## src/aluPkg.sv

```systemverilog
package aluPkg;

    // Default operand width of the datapath
    localparam int DATA_WIDTH_DEF = 32;

    ////////////////////////////////////////////////////////////
    // Operation codes
    ////////////////////////////////////////////////////////////

    // Five bit code delivered with each issued operation
    // Values 23 to 31 are illegal
    typedef enum logic [4:0] {
        OP_ADD     = 5'd0,
        OP_ADDU    = 5'd1,
        OP_SUB     = 5'd2,
        OP_MULT    = 5'd3,
        OP_MULTU   = 5'd4,
        OP_AND     = 5'd5,
        OP_OR      = 5'd6,
        OP_NOR     = 5'd7,
        OP_XOR     = 5'd8,
        OP_SLL     = 5'd9,
        OP_SRL     = 5'd10,
        OP_SLLV    = 5'd11,
        OP_SLT     = 5'd12,
        OP_MOVN    = 5'd13,
        OP_MOVZ    = 5'd14,
        OP_ROTRV   = 5'd15,
        OP_SRA     = 5'd16,
        OP_SRAV    = 5'd17,
        OP_SLTU    = 5'd18,
        OP_MUL     = 5'd19,
        OP_MADD    = 5'd20,
        OP_MSUB    = 5'd21,
        OP_SEH_SEB = 5'd22
    } aluOpT;

    ////////////////////////////////////////////////////////////
    // Operation classes
    ////////////////////////////////////////////////////////////

    typedef enum logic [1:0] {
        // Plain register result, always written
        CLASS_RESULT  = 2'd0,
        // MOVN or MOVZ where the write depends on B
        CLASS_COND    = 2'd1,
        // Multiply into HI/LO with no register write
        CLASS_HILO    = 2'd2,
        // Code outside the table
        CLASS_ILLEGAL = 2'd3
    } opClassT;

endpackage

```

## src/resultStage.sv

```systemverilog
`timescale 1ns/1ps

module resultStage #(
    parameter int dataWidth = aluPkg::DATA_WIDTH_DEF
) (
    input  logic                 clk,
    input  logic                 rstN,
    input  logic                 s1Valid,
    input  aluPkg::opClassT      s1Class,
    input  logic [dataWidth-1:0] aluResult,
    input  logic                 condTrue,
    output logic [dataWidth-1:0] result,
    output logic                 zero,
    output logic                 regWrite,
    output logic                 resultValid
);

    // Write enable as seen in stage 1
    logic writeNext;

    // Result class always writes and moves only when their test holds
    assign writeNext = (s1Class == aluPkg::CLASS_RESULT)
                    || ((s1Class == aluPkg::CLASS_COND) && condTrue);

    ////////////////////////////////////////////////////////////
    // Output registers
    ////////////////////////////////////////////////////////////

    always_ff @(posedge clk or negedge rstN) begin
        if (!rstN) begin
            resultValid <= 1'b0;
            regWrite    <= 1'b0;
            result      <= '0;
        end else begin
            resultValid <= s1Valid;
            regWrite    <= s1Valid && writeNext;
            // Hold the last result between operations
            if (s1Valid) begin
                result <= aluResult;
            end
        end
    end

    // Flag from the registered value
    assign zero = (result == '0);

    // Multiply-class and illegal ops leave a zero result
    assert property (@(posedge clk) disable iff (!rstN)
        s1Valid && (s1Class == aluPkg::CLASS_HILO || s1Class == aluPkg::CLASS_ILLEGAL)
        |=> (result == '0))
        else $error("resultStage: nonzero result for multiply-class or illegal op");

endmodule

```

## config.mk

```make
export PLATFORM = sky130hd
export DESIGN_NAME = resultStage
export DESIGN_NICKNAME = d
export VERILOG_FILES = /design/src/aluPkg.sv /design/src/resultStage.sv
export SDC_FILE = /design/constraint.sdc
export NUM_CORES = 1
export LEC_CHECK = 0
export BUFFER_PORTS_ARGS = -buffer_cell sky130_fd_sc_hd__buf_2
export CAP_MARGIN = 20
export CORE_AREA = 2 2 52 78
export CTS_BUF_LIST = sky130_fd_sc_hd__clkbuf_8
export CTS_CLUSTER_DIAMETER = 80
export CTS_CLUSTER_SIZE = 10
export DETAILED_ROUTE_END_ITERATION = 6
export DIE_AREA = 0 0 54 80
export PLACE_DENSITY = 0.75
export RECOVER_POWER = 100
export SLEW_MARGIN = 20
export SYNTH_ARGS = -nofsm -noshare
export SYNTH_HDL_FRONTEND = slang
export SYNTH_SLANG_ARGS = --single-unit
export TNS_END_PERCENT = 20
```

## constraint.sdc

```tcl
create_clock -name clk -period 0.8 [get_ports clk]
set_clock_uncertainty 0.05 [all_clocks]
set_input_delay 0.04 -clock clk [delete_from_list [all_inputs] [get_ports clk]]
set_output_delay 0.04 -clock clk [all_outputs]
set_load 0.02 [all_outputs]
```

# Yosys cells after proc, flatten, opt, wreduce, memory -nomap -nowiden
# Cells that the tools add are included.
[word_totals]
elab_cells = 9
ff_bits = 34
in_bits = 38
out_inout_bits = 35
[classes]
n_eq_ne = 1
n_reduce_logical = 5
[ops]
columns = ["operator", "n"]
rows = [
  ["$logic_not 32->1", 1],
  ["$eq 2x1->1 const B", 1],
  ["$logic_and 1x1->1", 2],
  ["$logic_not 2->1", 1],
  ["$logic_or 1x1->1", 1],
]

# Logic depth before layout (Yosys ltp)
[depth]
depth_word = 4
mapped_depth = 3
ltp_nobuf = 3

# Worst setup path after synthesis
# Ideal clock, no wire load.
[synth_path]
path_kind = "register to output"
start = "register result[24]"
end = "output zero"
setup_slack_ns = -0.439
t_arrival_ns = 1.149
path_buffers = 0
path_stages_with_launch = 4
path_cell_list = "dfrtp_1 -> nor4_1 -> nand4_1 -> nor2_1"
[synth_between]
elab_chain_len = 1
[synth_rtl]
columns = ["element", "line", "text"]
rows = [
  ["from (decl)", "resultStage.sv:12", "output logic [dataWidth-1:0] result,"],
  ["from (signal assigned)", "resultStage.sv:39", "result <= aluResult;"],
  ["$logic_not 32->1", "resultStage.sv:45", "assign zero = (result == '0);"],
  ["to (decl)", "resultStage.sv:13", "output logic zero,"],
]
# No other way between the ends.

# Worst setup path after layout
[layout_path]
start = "register result[17]"
end = "output zero"
# The elaborated chain is that of the path after synthesis.

==> metrics.md <==
| Metric | Value |
|---|---|
| Die Area | `4320 sq um` |
| Peak supply drop | `1.45 mV` |
| Starting DRC count in detailed routing | `19` |
| Nets | `233` |
| Crit path DAT | `1510 ps` |
| Post-synthesis compound-gate area fraction | `0%` |
| TritonCTS clock tree | `done` |
| Slew margin rel. | `61.0%` |
| DR pass1 iterations | `4` |
| Largest family of logic cells by synthesized area | `multiplexers` |
| Initial Utilization | `40.3%` |
| Seq/Total Area, Yosys | `57.8%` |
| Register bit total from synthesis | `34` |
| Adder-cell share of the synthesized area | `0%` |
| Status | `finished, violations left` |
| Final min period | `1600 ps` |
| Distinct cells, synth | `10` |
| Clk slew on worst S/H paths | `80 ps` |
| Fraction of layout cells with a size suffix above 1 | `84.2%` |
| Final hold slack | `-73.2 ps` |
| Commonest non-fill, non-tap cell in the layout | `buf_6` |
| ANT nets after route | `0` |
| Row Count | `27` |
| Crit path capture type | `primary output` |
| Met3 routed WL | `298 um` |
| Htree depth | `2` |
| Synth Area in Simple Gates | `5.44%` |
| Syn_area_per_cell | `17.7 sq um` |
| Via count | `1169` |
| Largest net degree at the start of global routing | `25` |
| Inst Count DP | `226` |
| Global-route wire length before repair | `6540 um` |
| WL met1 | `1570 um` |
| Grt total ovfl | `0` |
| Met2 WL | `2680 um` |
| Mux cell area share after synthesis | `31.9%` |
| Max Slew Vio Count | `0` |
| Via/cell ratio | `4.89` |
| Power Density | `1900 nW/um^2` |
| Post-Syn Area | `1470 sq um` |
| Max clock buf depth | `2` |
| DP HPWL | `2880 um` |
| Die Span Y | `80 um` |
| # Max-Cap Violations | `0` |
| Fin. Hold Viols | `33` |
| Delay-heaviest family, CP | `simple AND/OR/NAND/NOR gates` |
| Post-synth top area share | `57.8%` |
| Total track usage | `21.8%` |
| Pleak | `1.28 nW` |
| CP Class | `reg2out` |
| Overall power | `4.97 mW` |
| Initial antenna violation count | `0` |
| Hold Path Class | `in2reg` |
| Final setup fails | `67` |
| Routability cong. | `0.816` |
| Synthesized instance count | `83` |
| Clk sink count | `34` |
| Syn nets | `121` |
| Failing checks | `hold timing, setup timing` |
| CTS Root Cell | `clkbuf_8` |
| Synth Area in XOR/XNOR | `0%` |
| IO Pins | `73` |
| Required arrival time at the worst endpoint | `710 ps` |
| Yosys top cell by area | `dfrtp_1` |
| Chip Width | `54 um` |
| RSZ-0062 raised after global routing | `true` |
| Area growth syn-to-layout | `77.5%` |
| Max Freq | `627 MHz` |
| Commonest non-fill, non-tap cells in the layout | `62 x buf_6, 38 x buf_2, 29 x mux2_4` |
| Worst-Margin Slew | `584 ps` |
| ANT cells | `0` |
| Hold Buf Count CTS | `2` |
| Clock Latency Late Sink | `290 ps` |
| Worst path cell trace | `nor4_2 -> nand4_1 -> nor2_4 -> buf_6` |
| Tcrit/Tclk final | `199%` |
| Final Routed Wirelength | `4760 um` |
| Routed WL per cell | `19.9 um` |
| Total CTS buffers | `5` |
| Slowest CP cell | `dfrtp_1` |
| Vias in the first global route | `1321` |
| Synth Warn # | `0` |
| Final worst setup slack | `-795 ps` |
| Top sig layer | `met4` |
| Critical path startpoint category | `flop` |
| Non-filler cells in the finished layout | `239` |
| DRC Markers | `0` |
| Core area | `3650 sq um` |
| Port Buffer Count | `72` |
| Critical-path maximum fanout | `2` |
| Slowest stage delay, CP | `410 ps` |
| WP buf/inv | `1` |
| Most area-consuming cells after synthesis | `dfrtp_1 58%, mux2_4 30%, buf_12 4.1%` |
-- logic make-up after synthesis --
group | count (synthesis)
buffers and inverters | 4
muxes | 32
and+or+nand+nor | 13
DFF | 34
-- where the power goes --
part	internal [mW]	leakage, nW	switching (mW)	total [mW]
combinational	0.931	0.838	0.615	1.55
clock	0.692	0.0472	0.654	1.35
sequential	1.90	0.390	0.187	2.08
-- worst register-to-register path: stages (launching register included) --
cell,delay (ps)
dfrtp_2,440
buf_4,150
buf_6,110
mux2_4,270
-- synthesized netlist by cell type --
cell     instances
nor3b_1          1
nor2b_1          1
dfrtp_1         34
nor4_1           8
mux2_2           3
buf_6            1
buf_12           3
mux2_4          29
nand4_1          2
nor2_1           1
-- per-stage QoR --
stage          instance area, sq um  TNS (ps)  setup WS (ps)  hold WS, ps  util (%)
6_report                       2610    -14400           -795        -73.2      71.6
5_1_grt                        2610    -15880           -890        -75.8      71.6
4_1_cts                        2490    -13570           -736        -76.7      68.3
3_5_place_dp                   2110     -4690           -542         -112      57.8
3_3_place_gp                   2110     -4340           -534         -122      57.8
2_1_floorplan                  1490     -3300           -356         -306         -
-- metal layers --
metal / vias to the layer above / track usage, %
met5: - / 0
met1: 572 / 20.7
li1: 524 / -
met3: 18 / 5.06
met2: 55 / 40.2
met4: 0 / 12.0
-- layout make-up --
class                           instances  area, sq um
Timing Repair Buffer                  109          976
Multi-Input combinational cell         45          624
Tap cell                               43         53.8
Clock inverter                          2         12.5
Sequential cell                        34          862
Clock buffer                            6         82.6
Fill cell                             232         1040
-- flip-flops by register name, indices dropped and copies added, names as in the netlist --
| name | cells |
|---|---|
| regWrite | 1 |
| result | 32 |
| resultValid | 1 |
-- final timing paths --
kind,from,endpoint,slack (ps),depth (start not counted)
hold reg to reg,result[24],result[24],560,1
hold / removal,aluResult[12],result[12],-70,2
max in group asynchronous,rstN,result[4],100,3
setup reg to reg,result[0],result[0],-330,3
min in group asynchronous,rstN,result[18],130,2
setup / recovery,result[17],zero,-800,4
-- timing repair --
item | 4_1_cts | 5_1_grt
endpoints found under the setup margin | 67 | 67
buffers inserted | 2 | 7
pin swaps | 2 | 2
endpoints found under the hold margin | 67 | 32
gates resized for setup | 69 | 40
Power figures use the tool's default switching activity.
