**src/aluPkg.sv**
```systemverilog
package aluPkg;

    // Default operand width of the datapath
    localparam int DATA_WIDTH_DEF = 32;

    ////////////////////////////////////////////////////////////
    // Operation codes
    ////////////////////////////////////////////////////////////

    // Five bit code delivered with each issued operation
    // Values 23 to 31 are illegal
    typedef enum logic [4:0] {
        OP_ADD     = 5'd0,
        OP_ADDU    = 5'd1,
        OP_SUB     = 5'd2,
        OP_MULT    = 5'd3,
        OP_MULTU   = 5'd4,
        OP_AND     = 5'd5,
        OP_OR      = 5'd6,
        OP_NOR     = 5'd7,
        OP_XOR     = 5'd8,
        OP_SLL     = 5'd9,
        OP_SRL     = 5'd10,
        OP_SLLV    = 5'd11,
        OP_SLT     = 5'd12,
        OP_MOVN    = 5'd13,
        OP_MOVZ    = 5'd14,
        OP_ROTRV   = 5'd15,
        OP_SRA     = 5'd16,
        OP_SRAV    = 5'd17,
        OP_SLTU    = 5'd18,
        OP_MUL     = 5'd19,
        OP_MADD    = 5'd20,
        OP_MSUB    = 5'd21,
        OP_SEH_SEB = 5'd22
    } aluOpT;

    ////////////////////////////////////////////////////////////
    // Operation classes
    ////////////////////////////////////////////////////////////

    typedef enum logic [1:0] {
        // Plain register result, always written
        CLASS_RESULT  = 2'd0,
        // MOVN or MOVZ where the write depends on B
        CLASS_COND    = 2'd1,
        // Multiply into HI/LO with no register write
        CLASS_HILO    = 2'd2,
        // Code outside the table
        CLASS_ILLEGAL = 2'd3
    } opClassT;

endpackage

```
**src/operandStage.sv**
```systemverilog
`timescale 1ns/1ps

module operandStage #(
    parameter  int dataWidth  = aluPkg::DATA_WIDTH_DEF,
    localparam int shamtWidth = $clog2(dataWidth)
) (
    input  logic                  clk,
    input  logic                  rstN,
    input  logic                  issueStb,
    input  aluPkg::aluOpT         op,
    input  logic [dataWidth-1:0]  a,
    input  logic [dataWidth-1:0]  b,
    input  logic [shamtWidth-1:0] shamt,
    output logic                  s1Valid,
    output aluPkg::aluOpT         s1Op,
    output logic [dataWidth-1:0]  s1A,
    output logic [dataWidth-1:0]  s1B,
    output logic [shamtWidth-1:0] s1Shamt,
    output aluPkg::opClassT       s1Class
);

    // Class of the operation presented at the input
    aluPkg::opClassT issueClass;

    ////////////////////////////////////////////////////////////
    // Opcode classification
    ////////////////////////////////////////////////////////////

    always_comb begin
        case (op)
            // Conditional moves
            aluPkg::OP_MOVN, aluPkg::OP_MOVZ: issueClass = aluPkg::CLASS_COND;
            // Accumulator updates
            aluPkg::OP_MULT, aluPkg::OP_MULTU,
            aluPkg::OP_MADD, aluPkg::OP_MSUB: issueClass = aluPkg::CLASS_HILO;
            // Everything else in the table writes a result
            aluPkg::OP_ADD, aluPkg::OP_ADDU, aluPkg::OP_SUB,
            aluPkg::OP_AND, aluPkg::OP_OR, aluPkg::OP_NOR, aluPkg::OP_XOR,
            aluPkg::OP_SLL, aluPkg::OP_SRL, aluPkg::OP_SRA,
            aluPkg::OP_SLLV, aluPkg::OP_SRAV, aluPkg::OP_ROTRV,
            aluPkg::OP_SLT, aluPkg::OP_SLTU, aluPkg::OP_MUL,
            aluPkg::OP_SEH_SEB: issueClass = aluPkg::CLASS_RESULT;
            default: issueClass = aluPkg::CLASS_ILLEGAL;
        endcase
    end

    ////////////////////////////////////////////////////////////
    // Stage 1 registers
    ////////////////////////////////////////////////////////////

    // Valid follows the issue strobe
    always_ff @(posedge clk or negedge rstN) begin
        if (!rstN) begin
            s1Valid <= 1'b0;
        end else begin
            s1Valid <= issueStb;
        end
    end

    // Operands and code only load on issue
    always_ff @(posedge clk) begin
        if (issueStb) begin
            s1Op    <= op;
            s1A     <= a;
            s1B     <= b;
            s1Shamt <= shamt;
            s1Class <= issueClass;
        end
    end

    // An issued opcode must come from the table
    assert property (@(posedge clk) disable iff (!rstN)
        issueStb |-> (issueClass != aluPkg::CLASS_ILLEGAL))
        else $error("operandStage: illegal opcode issued");

endmodule

```
**config.mk**
```make
export PLATFORM = sky130hd
export DESIGN_NAME = operandStage
export DESIGN_NICKNAME = d
export VERILOG_FILES = /design/src/aluPkg.sv /design/src/operandStage.sv
export SDC_FILE = /design/constraint.sdc
export NUM_CORES = 1
export LEC_CHECK = 0
export BUFFER_PORTS_ARGS = -buffer_cell sky130_fd_sc_hd__buf_2
export CAP_MARGIN = 20
export CORE_MARGIN = 2
export CORE_UTILIZATION = 41
export DETAILED_ROUTE_END_ITERATION = 16
export HOLD_SLACK_MARGIN = 0.12
export PLACE_DENSITY = 0.86
export SLEW_MARGIN = 30
export SYNTH_ARGS = -nofsm -noshare
export SYNTH_HDL_FRONTEND = slang
export SYNTH_SLANG_ARGS = --single-unit
export TNS_END_PERCENT = 10
```
**constraint.sdc**
```tcl
create_clock -name clk -period 0.8 [get_ports clk]
set_input_delay 0.08 -clock clk [delete_from_list [all_inputs] [get_ports clk]]
set_output_delay 0.08 -clock clk [all_outputs]
set_load 0.01 [all_outputs]
```
; ---- After elaboration in Yosys (flattened, before gate mapping)
; Memory sizes are Yosys's and may differ from the RTL's. A register that Yosys moved wholly into a read port is not among the register bits.
; Cells that the tools add are included.
; W data, S select, Z words.
[totals]
elab_cells = 6
rom_bits = 64
n_memories = 1
register_bits = 75
out_inout_bits = 77
[memory_table]
columns = memory, words, word_bits, read_ports, rd_ports_with_merged_regs, write_ports, line
row1 = (name not given), 32, 2, 1, 1, 0, operandStage.sv:30  ; case (op)

; ---- Logic depth before layout (Yosys ltp)
; Gate-level depths: netlist of the first run.
[logic_depth]
ltp_word = 0
ltp_mapped = 4
mapped_depth_nobuf = 4

; ---- Least setup slack after synthesis of the first run
; Ideal clock, no wire load.
[synth_timing]
path_type = in2reg
from = input port op[0]
to = register s1Class[1] (data pin)
arrival_ns = 0.803
path_stages = 4
path_buffers = 0
path_slack_ns = -0.141
t_required_ns = 0.663
path_cell_list = inv_1 ha_1 or4bb_1 nand4_1
[synth_rtl]
columns = element, line
row1 = start: declaration, operandStage.sv:10  ; input aluPkg::aluOpT op,
row2 = end: declaration, operandStage.sv:19  ; output aluPkg::opClassT s1Class

; ---- Worst setup path after layout of the first run
[layout_timing]
from = register s1Op[2]
to = output port s1Op[2]
[layout_rtl]
columns = element, line
row1 = start: declaration, operandStage.sv:15  ; output aluPkg::aluOpT s1Op,
row2 = start signal: assignment, operandStage.sv:63  ; s1Op <= op;
; No word-level cell between the ends.

==> results of run 1 <==
==> power by group through the flow <==
stage / Clock, mW / Sequential, mW / Combinational (mW)
after floorplan: 0 / 5.14 / 0.0234
after global placement: 0 / 4.93 / 0.833
after detailed placement: 0 / 4.94 / 0.863
after CTS: 2.87 / 4.86 / 1.16
after global routing: 3.12 / 4.93 / 1.32
final: 2.92 / 4.90 / 1.25
==> cell usage after synthesis <==
| master | instances |
|---|---|
| a22oi_1 | 1 |
| dfrtp_1 | 1 |
| edfxtp_1 | 76 |
| ha_1 | 3 |
| inv_1 | 3 |
| nand2_1 | 1 |
| nand3b_1 | 1 |
| nand4_1 | 1 |
| o21ai_0 | 1 |
| or4b_1 | 1 |
| or4bb_1 | 1 |
==> routing by layer <==
metal	part of all wire (%)	vias up	GRT usage, %	wire [microns]
met3	9.4	16	9.44	774
met1	35	942	27.6	2860
met2	54	118	44.4	4450
met4	1.8	0	11.7	150
met5	0	-	0	0
li1	-	863	-	-
==> kinds of logic (layout without fill, tap and decap cells) <==
group / after synthesis / count (layout) / synth area share (%)
flip-flops: 77 / 77 / 95.8
AND/OR/NAND/NOR: 5 / 5 / 1.61
adder cells (fa/ha/maj): 3 / 3 / 1.56
buffers and inverters: 3 / 259 / 0.468
AO/OA/AOI/OAI: 2 / 2 / 0.520
==> sequential cells by signal (all words and copies together) (netlist names) <==
name	cells
s1A	32
s1B	32
s1Op	5
s1Shamt	5
s1Class	2
s1Valid	1
==> how the worst max path moves through the flow <==
stage,to,depth (start not counted),slack (ns)
detailed placement,s1Class[0],5,-0.24
global placement,s1Class[0],5,-0.20
finish,s1Op[2],1,-0.22
CTS,s1A[25],1,-0.19
floorplan,s1Class[1],3,-0.02
global route,s1A[15],1,-0.25
==> through the flow <==
step,setup WS (ns),std cells
after floorplan,-0.0212,90
after global placement,-0.202,325
after detailed placement,-0.238,325
after CTS,-0.189,418
after global routing,-0.253,418
final,-0.223,418
==> placed cells by master (no fill, tap or decap) <==
master            n
buf_2           144
a22oi_1           1
inv_1             2
bufinv_16         1
buf_12            4
dfrtp_1           1
inv_2             1
or4b_1            1
clkinv_4          2
dlymetal6s4s_1    2
clkbuf_8          9
edfxtp_1         76
clkinvlp_4        2
nand3b_1          1
nand4_1           1
nand2_1           1
clkbuf_1          2
o21ai_1           1
buf_4             7
ha_1              2
dlygate4sd3_1    75
buf_6             8
or4bb_1           1
ha_4              1
==> area by class of cell <==
cell class / count / area (sq um) / share of cell area, %
Clock inverter: 5 / 62.6 / 1.41
Inverter: 3 / 11.3 / 0.255
Multi-Input combinational cell: 10 / 101 / 2.29
Sequential cell: 77 / 2310 / 52.2
Clock buffer: 11 / 131 / 2.97
Tap cell: 72 / 90.1 / 2.04
Timing Repair Buffer: 240 / 1720 / 38.9
==> what timing repair did <==
item	in CTS	in global routing
endpoints found under the hold margin	76	0
endpoints found under the setup margin	77	79
gates resized for setup	0	11
pin swaps	0	0
buffers inserted	0	0
hold buffers	77	0
==> metrics.yaml, run 1 <==
worst_hold_path:
  holdPathEnd: "s1Class[1]"
  holdPathStages: 3
  min_from: "op[4]"
  hold_path_class: "input port to flop"
clock_network:
  cts_tree: "yes"
  clkTransAtPathRegs_ns: 0.09
  h-tree-depth: 3
  clock-root-buffer: "clkbuf_8"
  numCtsBuffers: 9
  ctsLongestPathBuffers: 2
  cts_sinks: 77
floorplanning:
  rows: 27
  dieArea_sq_mm: 0.00650
  io_pins: 154
  die_w_microns: 80.6
  core_area_sq_mm: 0.00557
  fp.dieH_microns: 80.6
  start_util_pct: 43.2
sta:
  finalMaxSlewViolations: 0
  relSlewSlack_pct: 84.8
  fin_crit_ns: 1.02
  worstMarginPinSlew_ns: 0.229
  setup_tns_ns: -11.68
  max_clock_freq_ghz: 0.978
  rsz0062_at_grt: "true"
  fin_ws_ns: -0.223
  timing.hold.ws_ns: 0.168
  finalHoldViolCount: 0
  fin_crit_sh_pct: 128
  setup_viol: 77
grt:
  grt_pass1_wl_microns: 11500
  antenna_found_initial: 0
  first_global_vias: 2114
  track_usage_pct: 25.6
  grt_overflow: 0
  grt_max_degree: 25
job:
  max_cap_viol_count: 0
detailed_routing:
  vias_per_cell: 4.64
  vias: 1939
  drc: 0
  wl_microns: 8230
  postRouteAntennaNets: 0
  wl_per_cell_microns: 19.7
  dr.pass1.iters: 4
  drt_iter0_drc: 69
placement:
  numPortBuffers: 153
  gp_congestion: 0.768
  detailed_place_hpwl_microns: 4090
  place_area_sq_mm: 0.00340
critical_path:
  worstSetupPathType: "flop to output port"
  crit_chain: "buf_6"
  crit_path_end_kind: "output port"
  cp-start-kind: "flop"
  critPathLaunch: "s1Op[2]"
  worstPathBufferInverterCount: 1
  worstPathRequired_ns: 0.72
  cp.arrival_ns: 0.94
  cp_max_fo: 1
  crit_path_max_incr_delay_ns: 0.44
  cp_top_family: "flip-flops"
  critPathSlowestCell: "edfxtp_1"
cells_and_area:
  diodes: 0
  area_growth_pct: 83.7
  final_area_sq_mm: 0.00442
  n_fill_cell: 295
  layout-drive-gt1-share_pct: 51.7
  final_util_pct: 79.3
  nets: 421
power_and_ir_drop:
  swShare_pct: 23.6
  peakVddDrop_mv: 1.67
  power.leakage_nw: 1.92
  p_int_mw: 6.93
  p_clk_share_pct: 32.2
  p_sw_mw: 2.14
  pwr-share-seq_pct: 54.0
  total_power_mw: 9.07
  power_density_mw_per_mm2: 2050
  combPwrFrac_pct: 13.8
run_status:
  violations: "setup timing"
  outcome: "finished with violations"
yosys:
  yosysWarnings: 0
  synth_area_leaders: "edfxtp_1, ha_1, dfrtp_1"
  syn-cell-area_sq_mm: 0.00241
  synth_seq_area_share_pct: 95.8
  ys_ff_latch: 77
  avgSynthCellArea_sq_um: 26.7
  synth.distinct_cells: 11
  synth_top_area_cell: "edfxtp_1"
  synth_top_area_share_pct: 94.8
  synthCells: 90
  synth_nets: 170
Note: power is estimated with default switching activity, not from simulation.
==> run 2, diff against run 1 <==
--- a/config.mk
+++ b/config.mk
@@ -5,13 +5,14 @@
 export SDC_FILE = /design/constraint.sdc
 export NUM_CORES = 1
 export LEC_CHECK = 0
+export ABC_AREA = 1
 export BUFFER_PORTS_ARGS = -buffer_cell sky130_fd_sc_hd__buf_2
 export CAP_MARGIN = 20
 export CORE_MARGIN = 2
-export CORE_UTILIZATION = 41
+export CORE_UTILIZATION = 42
 export DETAILED_ROUTE_END_ITERATION = 16
 export HOLD_SLACK_MARGIN = 0.12
-export PLACE_DENSITY = 0.86
+export PLACE_DENSITY = 0.87
 export SLEW_MARGIN = 30
 export SYNTH_ARGS = -nofsm -noshare
 export SYNTH_HDL_FRONTEND = slang
==> run 2 against run 1 <==
The run still ends with setup timing left. Maximum frequency rose by 2.9%. Global-route usage is 2.9 points lower. Critical path depth unchanged. Die area shrank 1.5%. Worst setup slack better by 0.029 ns. Wire length down 15%. Critical endpoint is now s1A[10]. Highest routed layer unchanged.
==> metrics.yaml, run 2 <==
floorplanning:
  dieArea_sq_mm: 0.00640  # was 0.00650 sq mm
  rows: 27  # unchanged
  io_pins: 154  # unchanged
  fp.dieH_microns: 80.0  # was 80.6 microns
  start_util_pct: 43.8  # was 43.2%
  die_w_microns: 80.0  # was 80.6 microns
  core_area_sq_mm: 0.00554  # was 0.00557 sq mm
critical_path:
  worstPathBufferInverterCount: 1  # unchanged
  cp_top_family: "flip-flops"  # unchanged
  cp.arrival_ns: 0.91  # was 0.94 ns
  crit_path_end_kind: "output port"  # unchanged
  critPathSlowestCell: "edfxtp_1"  # unchanged
  worstPathRequired_ns: 0.72  # about the same
  cp-start-kind: "flop"  # unchanged
  crit_path_max_incr_delay_ns: 0.42  # was 0.44 ns
  endpoint: "s1A[10]"  # was s1Op[2]
  cp_max_fo: 1  # unchanged
  worstSetupPathType: "flop to output port"  # unchanged
  crit_chain: "buf_2"  # was buf_6
  path_depth: 1  # unchanged
  critPathLaunch: "s1A[10]"  # was s1Op[2]
sta:
  finalMaxSlewViolations: 0  # unchanged
  worstMarginPinSlew_ns: 0.176  # was 0.229 ns
  max_clock_freq_ghz: 1.01  # was 0.978 GHz
  relSlewSlack_pct: 88.2  # was 84.8%
  rsz0062_at_grt: "true"  # unchanged
  fin_crit_ns: 0.994  # was 1.02 ns
  finalHoldViolCount: 0  # unchanged
  setup_tns_ns: -9.99  # was -11.68 ns
  setup_viol: 77  # unchanged
  fin_ws_ns: -0.194  # was -0.223 ns
  fin_crit_sh_pct: 124  # was 128%
clock_network:
  numCtsBuffers: 9  # unchanged
  h-tree-depth: 3  # unchanged
  ctsLongestPathBuffers: 2  # unchanged
  clkTransAtPathRegs_ns: 0.07  # was 0.09 ns
  cts_sinks: 77  # unchanged
  cts_setup_buffers: 0  # unchanged
  clock-root-buffer: "clkbuf_8"  # unchanged
  cts_tree: "yes"  # unchanged
yosys:
  synth_nets: 181  # was 170
  avgSynthCellArea_sq_um: 24.0  # was 26.7 sq um
  ys_ff_latch: 77  # unchanged
  synth_seq_area_share_pct: 95.1  # was 95.8%
  synthCells: 101  # was 90
  synth_commonest_cells: "edfxtp_1, nand2_1, inv_1"  # was edfxtp_1, ha_1, inv_1
  synth-simple-area-share_pct: 2.16  # was 1.61%
  syn-cell-area_sq_mm: 0.00243  # was 0.00241 sq mm
  synth_area_leaders: "edfxtp_1, ha_1, nand2_1"  # was edfxtp_1, ha_1, dfrtp_1
  synth_compound_area_share_pct: 0  # was 0.520%
  synth.distinct_cells: 8  # was 11
  synth_top_area_cell: "edfxtp_1"  # unchanged
  muxShareOfSynthArea_pct: 0  # unchanged
  synth_fa_ha_area_share_pct: 1.55  # was 1.56%
  ys_dominant_reg_cell: "edfxtp_1"  # unchanged
  yosysMostFrequentCell: "edfxtp_1"  # unchanged
  synth_top_area_share_pct: 94.0  # was 94.8%
  yosysWarnings: 0  # unchanged
  synth_top_family_by_area: "simple AND/OR/NAND/NOR gates"  # unchanged
  synthArstFlopShare_pct: 1.30  # unchanged
  synth-edff-count: 76  # unchanged
  synth_xor_area_share_pct: 0  # unchanged
detailed_routing:
  vias_per_cell: 4.55  # was 4.64
  wl_microns: 7000  # was 8230 microns
  drc: 0  # unchanged
  postRouteAntennaNets: 0  # unchanged
  wl_per_cell_microns: 16.6  # was 19.7 microns
  dr.pass1.iters: 4  # unchanged
  vias: 1920  # was 1,939
  drt_iter0_drc: 98  # was 69
placement:
  gp_congestion: 0.790  # was 0.768
  dp_slack_ns: -0.141  # was -0.238 ns
  dpl.cell_count: 330  # was 325
  numPortBuffers: 153  # unchanged
  detailed_place_hpwl_microns: 3900  # was 4090 microns
cells_and_area:
  mostFrequentLayoutCell: "buf_2"  # unchanged
  top_regs: "s1A x32, s1B x32"  # unchanged
  n_fill_cell: 315  # was 295
  layout-drive-gt1-share_pct: 48.3  # was 51.7%
  final_cell_mix: "buf_2, edfxtp_1, dlygate4sd3_1, nand2_1, clkbuf_8"  # was buf_2, edfxtp_1, dlygate4sd3_1, clkbuf_8, buf_6
  layout.cells.non_filler: 422  # was 418
  area_growth_pct: 78.4  # was 83.7%
  final_util_pct: 78.1  # was 79.3%
  nets: 425  # was 421
  diodes: 0  # unchanged
power_and_ir_drop:
  power.leakage_nw: 1.92  # about the same
  peakVddDrop_mv: 1.61  # was 1.67 mV
  total_power_mw: 9.08  # was 9.07 mW
  power_density_mw_per_mm2: 2100  # was 2050 mW/mm^2
grt:
  grt_pass1_wl_microns: 10100  # was 11,500 microns
  track_usage_pct: 22.6  # was 25.6%
  grt_overflow: 0  # unchanged
  grt_max_degree: 34  # was 25
  first_global_vias: 2074  # was 2,114
  antenna_found_initial: 0  # unchanged
run_status:
  outcome: "finished with violations"  # unchanged
  violations: "setup timing"  # unchanged
job:
  max_cap_viol_count: 0  # unchanged
worst_hold_path:
  hold_path_class: "input port to flop"  # unchanged
[run 2: changes by cell type after synthesis, sizes merged]
cell	previous run	this run
nand2	1	10
nor2	0	1
a22oi	1	0
nand3	0	1
o21ai	1	0
inv	3	8
nand3b	1	0
or4b	1	0
or4bb	1	0
[run 2: worst min path at each step]
stage / from / end / slack (ns) / cells after the start
after CTS: issueStb / s1Valid / 0.13 / 2
after detailed placement: rstN / s1Valid / -0.14 / 1
after global routing: issueStb / s1Valid / 0.15 / 2
after floorplan: rstN / s1Valid / -0.22 / 0
after global placement: rstN / s1Valid / -0.14 / 1
final: issueStb / s1Valid / 0.16 / 2
[run 2: kinds of logic (layout without fill, tap and decap cells)]
family	Yosys count	count (layout)
flip-flops	77	77
AND/OR/NAND/NOR	13	13
buffers and inverters	8	257
adder cells (fa/ha/maj)	3	3
[run 2: timing repair]
item                                   CTS  global route
resized for setup                        0             5
setup endpoints to repair               77            79
hold buffers                            76             0
endpoints found under the hold margin   77             0
[run 2: final cells by class]
| cell class | instances | area (sq um) | area share (%) |
|---|---|---|---|
| sequential | 77 | 2310 | 53.3 |
| timing repair buffer | 233 | 1610 | 37.1 |
| inverter | 8 | 30.0 | 0.694 |
| multi-input combinational | 16 | 90.1 | 2.08 |
| tap | 72 | 90.1 | 2.08 |
| clock buffer | 11 | 131 | 3.03 |
| clock inverter | 5 | 75.1 | 1.73 |
[run 2: layer usage]
metal / track usage, % / up-vias / wire length (microns)
met3: 8.48 / 16 / 750
met4: 12.7 / 0 / 191
li1: - / 866 / -
met2: 39.6 / 142 / 3620
met5: 0 / - / 0
met1: 23.1 / 896 / 2430
[run 2: per-stage QoR]
step           hold slack [ns]  area, sq um
4_1_cts                  0.127         4310
5_1_grt                  0.152         4330
2_1_floorplan           -0.216         2430
6_report                 0.164         4330
3_5_place_dp            -0.143         3340
3_3_place_gp            -0.144         3340
[run 2: power by group]
part / total (mW) / switching [mW] / leakage, nW / internal, mW
registers: 4.87 / 0.0886 / 0.755 / 4.78
logic: 1.16 / 0.535 / 1.07 / 0.628
clock network: 3.04 / 1.30 / 0.0986 / 1.74
==> run 3, diff against run 2 <==
--- a/config.mk
+++ b/config.mk
@@ -6,7 +6,7 @@
 export NUM_CORES = 1
 export LEC_CHECK = 0
 export ABC_AREA = 1
-export BUFFER_PORTS_ARGS = -buffer_cell sky130_fd_sc_hd__buf_2
+export BUFFER_PORTS_ARGS = -buffer_cell sky130_fd_sc_hd__buf_4
 export CAP_MARGIN = 20
 export CORE_MARGIN = 2
 export CORE_UTILIZATION = 42
==> run 3 against run 2 <==
Flip-flop and latch count unchanged. The flow still finishes with violations (setup timing). Wire length increased by 25%. Die area unchanged. Critical path type unchanged. Cell count unchanged. Sequential power increased by 2%. Design area increased by 15%. Worst hold slack improved by 0.0078 ns.
==> metrics.yaml, run 3 (synthesis gave the netlist of run 2 again) <==
cells_and_area:
  nets: 425  # unchanged
  final_area_sq_mm: 0.00499  # was 0.00433 sq mm
  layout-drive-gt1-share_pct: 48.3  # unchanged
  mostFrequentLayoutCell: "buf_4"  # was buf_2
  diodes: 0  # unchanged
  layout.cells.non_filler: 422  # unchanged
  final_cell_mix: "buf_4, edfxtp_1, dlygate4sd3_1, buf_6"  # was buf_2, edfxtp_1, dlygate4sd3_1, nand2_1, clkbuf_8
  area_growth_pct: 106  # was 78.4%
  final_util_pct: 90.0  # was 78.1%
  top_regs: "s1A x32, s1B x32"  # unchanged
critical_path:
  cp_top_family: "flip-flops"  # unchanged
  crit_chain: "buf_6"  # was buf_2
  crit_path_max_incr_delay_ns: 0.45  # was 0.42 ns
  worstPathRequired_ns: 0.72  # about the same
  cp_max_fo: 1  # unchanged
  cp.arrival_ns: 0.95  # was 0.91 ns
  crit_path_end_kind: "output port"  # unchanged
  worstPathBufferInverterCount: 1  # unchanged
  worstSetupPathType: "flop to output port"  # unchanged
  critPathSlowestCell: "edfxtp_1"  # unchanged
  cp-start-kind: "flop"  # unchanged
floorplanning:
  rows: 27  # unchanged
  die_w_microns: 80.0  # unchanged
  core_area_sq_mm: 0.00554  # unchanged
  start_util_pct: 43.8  # unchanged
  dieArea_sq_mm: 0.00640  # unchanged
  io_pins: 154  # unchanged
  fp.dieH_microns: 80.0  # unchanged
clock_network:
  cts_setup_buffers: 0  # unchanged
  ctsLongestPathBuffers: 2  # unchanged
  clock-root-buffer: "clkbuf_8"  # unchanged
  h-tree-depth: 3  # unchanged
  cts_tree: "yes"  # unchanged
  clkTransAtPathRegs_ns: 0.09  # was 0.07 ns
  numCtsBuffers: 9  # unchanged
  cts_sinks: 77  # unchanged
sta:
  fin_ws_ns: -0.229  # was -0.194 ns
  setup_viol: 77  # unchanged
  fin_crit_sh_pct: 129  # was 124%
  worstMarginPinSlew_ns: 0.198  # was 0.176 ns
  fin_crit_ns: 1.03  # was 0.994 ns
  finalMaxSlewViolations: 0  # unchanged
  rsz0062_at_grt: "true"  # unchanged
  finalHoldViolCount: 0  # unchanged
  max_clock_freq_ghz: 0.972  # was 1.01 GHz
  relSlewSlack_pct: 86.8  # was 88.2%
placement:
  place_area_sq_mm: 0.00373  # was 0.00334 sq mm
  dpl.cell_count: 329  # was 330
  dp_slack_ns: -0.138  # was -0.141 ns
  numPortBuffers: 153  # unchanged
  gp_congestion: 0.700  # was 0.790
grt:
  track_usage_pct: 25.4  # was 22.6%
  grt_max_degree: 32  # was 34
  antenna_found_initial: 0  # unchanged
  grt_pass1_wl_microns: 11300  # was 10,100 microns
  first_global_vias: 2119  # was 2,074
  grt_overflow: 0  # unchanged
detailed_routing:
  drt_iter0_drc: 124  # was 98
  vias_per_cell: 4.68  # was 4.55
  vias: 1975  # was 1,920
  drc: 0  # unchanged
  wl_microns: 8780  # was 7000 microns
  postRouteAntennaNets: 0  # unchanged
  wl_per_cell_microns: 20.8  # was 16.6 microns
  dr.pass1.iters: 4  # unchanged
job:
  max_cap_viol_count: 0  # unchanged
run_status:
  outcome: "finished with violations"  # unchanged
  violations: "setup timing"  # unchanged
power_and_ir_drop:
  peakVddDrop_mv: 1.26  # was 1.61 mV
  power.leakage_nw: 2.15  # was 1.92 nW
  power_density_mw_per_mm2: 2000  # was 2100 mW/mm^2
worst_hold_path:
  hold_path_class: "input port to flop"  # unchanged
run 3: timing repair:
action,4_1_cts,5_1_grt
hold buffers,77,0
resized for setup,43,28
setup endpoints to repair,77,79
endpoints found under the hold margin,78,0
pin swaps,0,0
cloned,0,0
run 3: routing by layer:
| metal | vias to the layer above | routed length [microns] | GRT usage (%) | share of wire (%) |
|---|---|---|---|---|
| met5 | - | 0 | 0 | 0 |
| met4 | 0 | 139 | 9.49 | 1.6 |
| met3 | 11 | 784 | 8.60 | 8.9 |
| met2 | 126 | 4930 | 46.9 | 56 |
| met1 | 969 | 2920 | 26.3 | 33 |
| li1 | 869 | - | - | - |
run 3: final timing paths:
| kind | startpoint | to | slack (ns) | depth (start not counted) |
|---|---|---|---|---|
| min in group asynchronous | rstN | s1Valid | 0.59 | 3 |
| max | s1A[28] | s1A[28] | -0.23 | 1 |
| max in group asynchronous | rstN | s1Valid | 0.11 | 3 |
| min | op[3] | s1Op[3] | 0.17 | 2 |
run 3: cell type report:
class,instances,area [sq um]
Clock inverter,6,101
Multi-Input combinational cell,16,92.6
Timing Repair Buffer,233,2240
Tap cell,72,90.1
Clock buffer,10,128
Sequential cell,77,2310
Fill cell,218,552
Inverter,8,30.0
run 3: through the flow:
stage                     power, mW  hold WS [ns]  setup TNS (ns)
final                          10.0         0.172          -11.58
after global routing           10.3         0.158          -13.72
after CTS                      9.78         0.127          -10.95
after detailed placement       6.06        -0.143          -0.276
after global placement         6.02        -0.144          -0.137
after floorplan                5.17        -0.216               0
run 3: power breakdown:
part	switching (mW)	internal, mW
Clock	1.36	2.04
Combinational	0.595	1.04
Sequential	0.163	4.79
